`src/include/melody_table.svh`:
```
`ifndef MELODY_TABLE_SVH
`define MELODY_TABLE_SVH

// Melody to be sung, one note code per entry
localparam note_t melody [melody_len] = '{
    // Phrase 1
    note_e,
    note_g,
    note_d,
    note_c,
    note_d,
    note_e,
    note_g,
    note_d,
    // Phrase 2
    note_e,
    note_g,
    note_d,
    note_c,
    note_g,
    note_f,
    note_e,
    note_d,
    // Phrase 1 again
    note_e,
    note_g,
    note_d,
    note_c,
    note_d,
    note_e,
    note_g,
    note_d,
    // Short ending
    note_e,
    note_g,
    note_d,
    note_c,
    note_g,
    // Bridge
    note_g,
    note_f,
    note_e,
    note_f,
    note_e,
    note_c,
    note_f,
    note_e,
    note_d,
    note_e,
    note_d,
    note_a,
    note_g,
    note_f,
    note_e,
    note_f,
    note_e,
    note_c,
    note_f,
    note_c,
    // Reprise
    note_e,
    note_g,
    note_d,
    note_c,
    note_d,
    note_e,
    note_g,
    note_d,
    note_e,
    note_g,
    note_d,
    note_c,
    note_g
};

`endif
```
`src/pitch_game_pkg.sv`:
```
package pitch_game_pkg;

    // ----------------------------------------------------------
    // Widths
    // ----------------------------------------------------------

    typedef logic signed [23:0] mic_sample_t;

    // All ones marks "no crossing seen yet"
    typedef logic [19:0] period_t;

    // One-hot semitone, bit 11 is C down to bit 0 is B
    typedef logic [11:0] note_t;

    localparam int    num_notes = 12;
    localparam note_t note_none = '0;

    // Names used by the melody table
    localparam note_t note_c = note_t'(1) << 11;
    localparam note_t note_d = note_t'(1) << 9;
    localparam note_t note_e = note_t'(1) << 7;
    localparam note_t note_f = note_t'(1) << 6;
    localparam note_t note_g = note_t'(1) << 4;
    localparam note_t note_a = note_t'(1) << 2;

    // Frequency x 100, indexed by note bit position (11 = C, 0 = B)
    localparam int unsigned note_freq_100 [num_notes - 1:0] = '{
        52325, 55437, 58733, 62225, 65926, 69846,
        73999, 78399, 83061, 88000, 93233, 98777
    };

    // ----------------------------------------------------------
    // Game
    // ----------------------------------------------------------

    localparam int melody_len = 62;

    typedef logic [5:0] melody_index_t;

    typedef enum logic [1:0] {
        game_idle,
        game_playing,
        game_win,
        game_fail
    } game_state_t;

`include "melody_table.svh"

endpackage

```
`src/pitch_game_top.sv`:
```
`timescale 1ns/1ps

module pitch_game_top #(
    parameter int clk_mhz     = 50,
    parameter int stable_log2 = 20
) (
    input  logic                          clk,
    input  logic                          rst,
    input  logic                          key,
    input  pitch_game_pkg::mic_sample_t   mic,
    output pitch_game_pkg::note_t         note,
    output pitch_game_pkg::game_state_t   game_state,
    output pitch_game_pkg::melody_index_t melody_index,
    output logic                          success,
    output logic                          failure
);
    import pitch_game_pkg::*;

    period_t period;
    note_t   raw_note;
    logic    note_strobe;

    // Microphone to period, period to semitone
    period_meter u_period_meter (
        .clk    (clk),
        .rst    (rst),
        .mic    (mic),
        .period (period)
    );

    note_classifier #(
        .clk_mhz (clk_mhz)
    ) u_note_classifier (
        .clk      (clk),
        .rst      (rst),
        .period   (period),
        .raw_note (raw_note)
    );

    note_filter #(
        .stable_log2 (stable_log2)
    ) u_note_filter (
        .clk         (clk),
        .rst         (rst),
        .raw_note    (raw_note),
        .note        (note),
        .note_strobe (note_strobe)
    );

    melody_game u_melody_game (
        .clk          (clk),
        .rst          (rst),
        .key          (key),
        .note         (note),
        .note_strobe  (note_strobe),
        .game_state   (game_state),
        .melody_index (melody_index),
        .success      (success),
        .failure      (failure)
    );

endmodule

```
`src/melody_game.sv`:
```
`timescale 1ns/1ps

module melody_game (
    input  logic                          clk,
    input  logic                          rst,
    input  logic                          key,
    input  pitch_game_pkg::note_t         note,
    input  logic                          note_strobe,
    output pitch_game_pkg::game_state_t   game_state,
    output pitch_game_pkg::melody_index_t melody_index,
    output logic                          success,
    output logic                          failure
);
    import pitch_game_pkg::*;

    logic key_d;
    logic key_edge;

    // ----------------------------------------------------------
    // Key rising edge, registered
    // ----------------------------------------------------------

    always_ff @(posedge clk or posedge rst) begin
        if (rst) begin
            key_d    <= 1'b0;
            key_edge <= 1'b0;
        end else begin
            key_d    <= key;
            key_edge <= key && !key_d;
        end
    end

    // ----------------------------------------------------------
    // Game FSM
    // ----------------------------------------------------------

    always_ff @(posedge clk or posedge rst) begin
        if (rst) begin
            game_state   <= game_idle;
            melody_index <= '0;
            success      <= 1'b0;
            failure      <= 1'b0;
        end else begin
            unique case (game_state)
                game_idle: begin
                    success <= 1'b0;
                    failure <= 1'b0;
                    if (key_edge) begin
                        game_state   <= game_playing;
                        melody_index <= '0;
                    end
                end

                game_playing: begin
                    if (key_edge) begin
                        game_state <= game_idle;
                    end else if (note_strobe) begin
                        if (note == melody[melody_index]) begin
                            success <= 1'b1;
                            failure <= 1'b0;
                            // Last entry sung means the whole melody is done
                            if (melody_index == melody_index_t'(melody_len - 1))
                                game_state <= game_win;
                            else
                                melody_index <= melody_index + 1'b1;
                        end else begin
                            success      <= 1'b0;
                            failure      <= 1'b1;
                            melody_index <= '0;
                            game_state   <= game_fail;
                        end
                    end
                end

                game_win,
                game_fail: begin
                    if (key_edge)
                        game_state <= game_idle;
                end

                default: game_state <= game_idle;
            endcase
        end
    end

    a_index_range: assert property (
        @(posedge clk) disable iff (rst)
        melody_index < melody_len
    );

endmodule

```
`src/note_filter.sv`:
```
`timescale 1ns/1ps

module note_filter #(
    parameter int stable_log2 = 20
) (
    input  logic                  clk,
    input  logic                  rst,
    input  pitch_game_pkg::note_t raw_note,
    output pitch_game_pkg::note_t note,
    output logic                  note_strobe
);
    import pitch_game_pkg::*;

    note_t                    d_note;
    logic [stable_log2 - 1:0] stable_cnt;
    logic                     stable;

    assign stable = &stable_cnt;

    // Delayed copy and stability count
    always_ff @(posedge clk or posedge rst) begin
        if (rst) begin
            d_note     <= note_none;
            stable_cnt <= '0;
        end else begin
            d_note <= raw_note;
            if (raw_note != d_note)
                stable_cnt <= '0;
            else
                stable_cnt <= stable_cnt + 1'b1;
        end
    end

    // ----------------------------------------------------------
    // Accepted note, strobe only on a change to a real note
    // ----------------------------------------------------------

    always_ff @(posedge clk or posedge rst) begin
        if (rst) begin
            note        <= note_none;
            note_strobe <= 1'b0;
        end else begin
            note_strobe <= stable && (d_note != note) && (d_note != note_none);
            if (stable)
                note <= d_note;
        end
    end

    a_strobe_single: assert property (
        @(posedge clk) disable iff (rst)
        note_strobe |=> !note_strobe
    );

endmodule

```
`src/note_classifier.sv`:
```
`timescale 1ns/1ps

module note_classifier #(
    parameter int clk_mhz = 50
) (
    input  logic                    clk,
    input  logic                    rst,
    input  pitch_game_pkg::period_t period,
    output pitch_game_pkg::note_t   raw_note
);
    import pitch_game_pkg::*;

    logic [num_notes - 1:0] hit;
    note_t                  picked;

    // ----------------------------------------------------------
    // Window match per semitone, three octaves each
    // ----------------------------------------------------------

    for (genvar s = 0; s < num_notes; s++) begin : g_note
        logic [2:0] in_win;

        for (genvar o = 0; o < 3; o++) begin : g_oct
            // Multiply before dividing to keep precision at slow clocks
            localparam longint unsigned freq_k = longint'(note_freq_100[s]) << o;
            localparam longint unsigned lo     = longint'(clk_mhz) * 64'd97_000_000 / freq_k;
            localparam longint unsigned hi     = longint'(clk_mhz) * 64'd103_000_000 / freq_k;

            assign in_win[o] = (64'(period) > lo) && (64'(period) < hi);
        end

        assign hit[s] = |in_win;
    end

    // Overlapping windows, highest bit (toward C) wins
    always_comb begin
        picked = note_none;
        for (int i = 0; i < num_notes; i++) begin
            if (hit[i])
                picked = note_t'(1) << i;
        end
    end

    always_ff @(posedge clk or posedge rst) begin
        if (rst)
            raw_note <= note_none;
        else
            raw_note <= picked;
    end

    a_raw_onehot: assert property (@(posedge clk) disable iff (rst) $onehot0(raw_note));

endmodule

```
`src/period_meter.sv`:
```
`timescale 1ns/1ps

module period_meter (
    input  logic                        clk,
    input  logic                        rst,
    input  pitch_game_pkg::mic_sample_t mic,
    output pitch_game_pkg::period_t     period
);
    import pitch_game_pkg::*;

    logic    prev_neg;
    logic    crossing;
    period_t count;

    // Negative to non-negative transition of the sample
    assign crossing = prev_neg && !mic[$left(mic)];

    always_ff @(posedge clk or posedge rst) begin
        if (rst) begin
            prev_neg <= 1'b0;
            count    <= '0;
            period   <= '0;
        end else begin
            prev_neg <= mic[$left(mic)];

            if (crossing) begin
                period <= count;
                count  <= '0;
            end else if (count != '1) begin
                // Stick at all ones when no tone is present
                count <= count + 1'b1;
            end
        end
    end

    // ----------------------------------------------------------
    // Checks
    // ----------------------------------------------------------

    a_count_saturates: assert property (
        @(posedge clk) disable iff (rst)
        (count == '1 && !crossing) |=> (count == '1)
    );

endmodule

```
`config.mk`:
```
export PLATFORM = sky130hd
export DESIGN_NAME = pitch_game_top
export DESIGN_NICKNAME = d
export VERILOG_FILES = /design/src/pitch_game_pkg.sv /design/src/pitch_game_top.sv /design/src/melody_game.sv /design/src/note_filter.sv /design/src/note_classifier.sv /design/src/period_meter.sv
export VERILOG_INCLUDE_DIRS = /design/src /design/src/include
export SDC_FILE = /design/constraint.sdc
export NUM_CORES = 1
export LEC_CHECK = 0
export BUFFER_PORTS_ARGS = -buffer_cell sky130_fd_sc_hd__buf_4
export CAP_MARGIN = 20
export CORE_AREA = 2 2 143 145
export CTS_CLUSTER_DIAMETER = 200
export DETAILED_ROUTE_END_ITERATION = 12
export DIE_AREA = 0 0 145 147
export PLACE_DENSITY_LB_ADDON = 0.25
export SLEW_MARGIN = 15
export SYNTH_ARGS = -nofsm -noshare
export SYNTH_HDL_FRONTEND = slang
export SYNTH_HIERARCHICAL = 1
export SYNTH_SLANG_ARGS = --single-unit
```
`constraint.sdc`:
```
create_clock -name clk -period 3.25 [get_ports clk]
set_clock_uncertainty 0.2 [all_clocks]
set_input_delay 0.65 -clock clk [delete_from_list [all_inputs] [get_ports clk]]
set_output_delay 0.65 -clock clk [all_outputs]
set_load 0.01 [all_outputs]
```
### Yosys cells after proc, flatten, opt, wreduce, memory -nomap -nowiden

Memory sizes are Yosys's and may differ from the RTL's.
Index checks and enable logic that the tools add are counted.

| word-level totals | value |
|---|---|
| input bits | 27 |
| memories | 1 |
| memory bits (read-only) | 768 |
| output and inout port bits | 22 |
| bits in latches | 0 |
| RAM bits | 0 |
| register bits after elaboration | 110 |
| logic and storage cells | 208 |

Memories:

| memory | words | bits a word | read ports | clocked after memory_dff | wr ports | RTL line | text |
|---|---|---|---|---|---|---|---|
| (no name shown) | 64 | 12 | 1 | 0 | 0 | melody_game.sv:58 | `if (note == melody[melody_index]) begin` |

| operators by class | value |
|---|---|
| shift-type cells | 0 |
| multiply operators | 0 |
| magnitude comparators | 73 |
| add/subtract/negate cells | 3 |
| reduce and logical (&&, ||, !) cells | 63 |
| bitwise logic cells | 1 |
| div/mod/pow operators | 0 |
| equality and inequality tests | 15 |
| multiplexer cells | 38 |

Operators with widths:

| kind | count |
|---|---|
| 20-bit by 15-bit > comparator with 1-bit output (second input constant) | 12 |
| 20-bit by 16-bit > comparator with 1-bit output (second input constant) | 12 |
| 20-bit by 15-bit less-than comparator with 1-bit output (second input constant) | 12 |
| 20-bit by 16-bit less-than comparator with 1-bit output (second input constant) | 12 |
| 20-bit by 17-bit less-than comparator with 1-bit output (second input constant) | 8 |
| 20-bit by 17-bit > comparator with 1-bit output (second input constant) | 7 |
| 20-bit by 14-bit > comparator with 1-bit output (second input constant) | 5 |
| 20-bit by 14-bit less-than comparator with 1-bit output (second input constant) | 4 |
| 20-bit 2-to-1 mux | 3 |
| 20-bit by 1-bit adder with 20-bit output (second input constant) | 2 |
| 1-bit logical AND | 40 |
| 12-bit 2-to-1 mux | 3 |
| 6-bit 2-to-1 mux | 6 |
| 3-bit OR reduction | 12 |
| 12-bit != test | 2 |
| 20-bit != test (second input constant) | 1 |
| 20-bit AND reduction | 1 |
| 2-bit 2-to-1 mux | 7 |
| 12-bit equality test | 1 |
| 6-bit one-hot mux with 2 select lines | 1 |
| 12-bit nonzero test | 1 |
| 11-bit 2-to-1 mux | 1 |
| 10-bit 2-to-1 mux | 1 |
| 9-bit 2-to-1 mux | 1 |
| 26 further kinds | 38 |

### Longest topological paths before layout

| depth | value |
|---|---|
| word-level depth | 15 |
| depth in mapped cells | 10 |
| mapped depth without buffers | 9 |

### Modules after synthesis

The synthesis kept the hierarchy.

Modules (own cells, without submodules):

| module | cells an instance | area each (µm²) | seq. area each (µm²) | times used |
|---|---|---|---|---|
| note_classifier | 489 | 3219.3 | 300.3 | 1 |
| note_filter | 177 | 2077.0 | 1126.1 | 1 |
| period_meter | 213 | 1948.1 | 1026.0 | 1 |
| melody_game | 144 | 1179.9 | 300.3 | 1 |

### Least setup slack after synthesis

OpenSTA, ideal clock, no wires.

| timing path | value |
|---|---|
| path kind | reg-to-reg |
| start | register u_melody_game.melody_index[0] |
| end | register u_melody_game.melody_index[2] |
| path buffers | 1 |
| stages on the path, launching flop included | 11 |
| slack | 0.479 ns |
| required time | 2.984 ns |
| arrival time | 2.505 ns |
| setup time | 0.066 ns |
| period minus slack after synthesis | 2.771 ns |
| path through | dfrtp_1 -> inv_1 -> ha_1 -> clkbuf_1 -> nand3b_1 -> o22ai_1 -> or3_1 -> a211oi_2 -> o2111ai_4 -> o41ai_4 -> a22o_1 |

| between the ends | value |
|---|---|
| longest elaborated chain between the ends | 9 |
| elaborated cells on any way between the ends | 14 |
| classes of those cells | add/sub: 1; eq/ne: 3; mux: 7; bitwise: 1; reduce/logical: 1; memory: 1 |

RTL lines:

| element | RTL line | text |
|---|---|---|
| from (decl) | melody_game.sv:10 | `output pitch_game_pkg::melody_index_t melody_index,` |
| from (signal assigned) | melody_game.sv:65 | `melody_index <= melody_index + 1'b1;` |
| 6-bit NOT with 7-bit output (implied by the code) | melody_game.sv:58 |  |
| memory 64 x 12 bit | n/a |  |
| 12-bit 2-to-1 mux (implied by the code) (2 in series) | melody_game.sv:58 |  |
| 12-bit equality test | melody_game.sv:58 |  |
| 6-bit 2-to-1 mux | melody_game.sv:58 |  |
| 6-bit 2-to-1 mux | melody_game.sv:57 | `end else if (note_strobe) begin` |
| 6-bit 2-to-1 mux | melody_game.sv:55 | `if (key_edge) begin` |
| 6-bit one-hot mux with 2 select lines | melody_game.sv:44 | `unique case (game_state)` |

Parallel ways exist; a longest one is shown, timed or not. The select of a mux whose other input is x is not followed.
A chain may end at the register's enable or synchronous reset.

### Worst setup path after layout

Ends and elaborated chain as after synthesis.

==> impl_metrics.json <==
{
  "areaGrowthSynthToFinish_pct": 14.1,
  "p_leak_nw": 4.01,
  "syn_inst": 1023,
  "worst_pin_slew_ps": 944,
  "clock_sinks": 110,
  "drt_iter0_markers": 1094,
  "outcome": "finished clean",
  "layout.nets": 1104,
  "r2r_cells": 9,
  "layoutNonFillerInstCount": 1344,
  "post-dp-hpwl_mm": 22.8,
  "synthArstFlopShare": 1.00,
  "yosysTopAreaCell": "dfrtp_1",
  "fin_tns_setup_ps": 0,
  "die_y_um": 147,
  "path_clk_slew_ps": 70,
  "p_total_mw": 3.44,
  "ioPinCount": 49,
  "vias_per_cell": 6.60,
  "drt_wl_total_mm": 30.7,
  "max_cap_violations": 0,
  "end_kind": "flip-flop",
  "cts_hold_buf": 0,
  "die_w_um": 145,
  "ys_ff_latch": 110,
  "place_congestion": 1.07,
  "synth_edf_count": 0,
  "ys_types": 90,
  "peakVddDrop_mv": 0.251,
  "crit_slowest_cell": "dfrtp_1",
  "cts_setup_buffers": 0,
  "drc": 0,
  "vias": 8865,
  "finalCritPeriodShare": 0.937,
  "htreeDepth": 3,
  "yosysWarnings": 6,
  "path_class": "reg -> reg",
  "rsz0062_at_grt": "no",
  "slew_headroom": 0.370,
  "yosys-top-cells-area": "dfrtp_1, nand2_1, o21ai_0",
  "drive_above_1_share": 0.168,
  "gr-total-overflow": 0,
  "start_util": 0.425,
  "busiest_layer": "met2",
  "slew_viol_final": 0,
  "ys.flop_type": "dfrtp_1",
  "gr-usage-met2": 0.423,
  "post_dp_cell_area_mm2": 0.00932,
  "dr.pass1.iters": 6,
  "hold_viol_final": 0,
  "grt_max_degree": 46,
  "arrival_ps": 3130,
  "startpoint_type": "flip-flop",
  "cts_buffer_depth": 2,
  "grt_pass1_vias": 8285,
  "cts_resized": 0,
  "io_buffers": 25,
  "final_core_util": 0.485,
  "wl_per_cell_um": 22.8,
  "fillers": 1946,
  "grt_usage": 0.286,
  "setup_viol": 0,
  "antenna_cells": 0,
  "power_density_mw_per_mm2": 358,
  "critical_path_peak_fanout": 8,
  "grtUsageMet3": 0.0637,
  "synth_nets": 1057,
  "syn_area_mm2": 0.00842,
  "ys_seq_area_frac": 0.327,
  "detail-route-antenna-nets": 0,
  "worst_ep_required_time_ps": 3330,
  "dieArea_mm2": 0.0213,
  "path_common_cell": "ha_1",
  "use_met1": 0.395,
  "core_mm2": 0.0198,
  "cts.root.buffer_cell": "clkbuf_16",
  "yosys.area.top_type_share": 0.327,
  "cts_buffers": 9,
  "synth_area_per_cell_um2": 8.23,
  "hp-class": "in -> async",
  "insertion_delay_ps": 350,
  "final.min_clock_period_ps": 3040,
  "cts_tree": "built",
  "num_rows": 52,
  "grt_pass1_wl_mm": 48.0,
  "postLayoutCellArea_mm2": 0.00962,
  "critical_path.max_stage_delay_ps": 470,
  "path_cells": "ha_1 -> ha_1 -> inv_1 -> o22ai_1 -> or3_1 -> a211oi_2 -> o2111ai_4 -> o41ai_4 -> a22o_1",
  "grt_antenna_before_repair": 0,
  "dpl.cell_count": 1329,
  "fmax_mhz": 328
}
-- report_power, final --
| part | internal, mW | switching (mW) | leakage [nW] |
|---|---|---|---|
| Clock | 0.616 | 0.482 | 0.141 |
| Combinational | 0.262 | 0.493 | 2.36 |
| Sequential | 1.44 | 0.146 | 1.51 |
-- cell type report --
class	count	area (um^2)	area share
clock buffers	10	239	0.0249
well taps	270	338	0.0351
repair buffers	114	893	0.0929
flip-flops and latches	110	2750	0.286
multi-input cells	809	5240	0.545
clock inverters	5	58.8	0.00612
inverters	26	97.6	0.0101
-- metal layers --
layer  up-vias  wire length (um)
met4         0              1600
met1      4230             12900
met3       129              2920
li1       3983                 -
met5         -                 0
met2       523             13200
-- kinds of logic (layout without fill, tap and decap cells) --
| logic type | count (synthesis) | after routing | share of synthesized area |
|---|---|---|---|
| flip-flops | 110 | 110 | 0.327 |
| AND/OR/NAND/NOR | 481 | 481 | 0.318 |
| AO/OA/AOI/OAI | 260 | 260 | 0.220 |
| multiplexers | 18 | 18 | 0.0278 |
| adder cells (fa/ha/maj) | 7 | 7 | 0.0104 |
| buffers and inverters | 104 | 155 | 0.0520 |
| XOR/XNOR | 43 | 43 | 0.0447 |
-- synthesized netlist by cell type, types with 8 or more instances --
master / n
nor4_1: 35
xnor2_1: 25
dfrtp_1: 110
and3_1: 11
o21ai_0: 55
xor2_1: 18
nand2b_1: 16
inv_1: 24
or4_1: 13
a41oi_1: 8
mux2_4: 10
nand4_1: 34
and2_1: 10
or3_1: 25
nand2_1: 121
nor2b_1: 15
clkbuf_1: 47
nand3_1: 37
buf_2: 23
a31oi_1: 21
o211ai_1: 15
a211oi_1: 11
o31ai_1: 13
a21oi_1: 43
nor3_1: 43
nor2_1: 59
-- critical path: cells and delay by family (launching register included) --
kind	cells	cell delay [ps]
simple gates	1	380
compound gates	5	1290
flops	1	470
fa+ha+maj	2	590
buf+inv	1	60
-- final timing paths --
path,slack (ps),from,end
worst min-delay path,160,rst,u_melody_game/key_d
worst max-delay path,210,u_melody_game/melody_index[0],u_melody_game/melody_index[2]
max in group asynchronous,1900,rst,u_note_filter/d_note[1]
min in group clk,200,u_note_classifier/raw_note[3],u_note_filter/d_note[3]
worst max register to register,210,u_melody_game/melody_index[0],u_melody_game/melody_index[2]
worst min register to register,200,u_note_classifier/raw_note[3],u_note_filter/d_note[3]
-- registers in the layout, summed over array words and instances (netlist names), 2 cells and up --
signal and flops:
u_note_filter/d_note 12, u_period_meter/period 20, u_note_classifier/raw_note 12, u_melody_game/melody_index 6, u_melody_game/game_state 2, u_note_filter/stable_cnt 20, u_period_meter/count 20, u_note_filter/note 12
-- layout by cell type (no fill, tap or decap), types with 14 or more instances in the layout --
cell,count
a21oi_1,43
a31oi_1,21
buf_4,111
dfrtp_1,110
inv_1,22
nand2_1,121
nand2b_1,16
nand3_1,37
nand4_1,34
nor2_1,59
nor2b_1,14
nor3_1,43
nor4_1,35
o211ai_1,15
o21ai_0,55
or3_1,25
xnor2_1,25
xor2_1,18
-- metrics by stage --
stage	hold WS (ps)	setup WS (ps)
3_5_place_dp	181	226
6_report	156	206
3_3_place_gp	175	246
4_1_cts	153	223
5_1_grt	193	58.0
2_1_floorplan	172	479
Note: power is estimated with default switching activity, not from simulation.
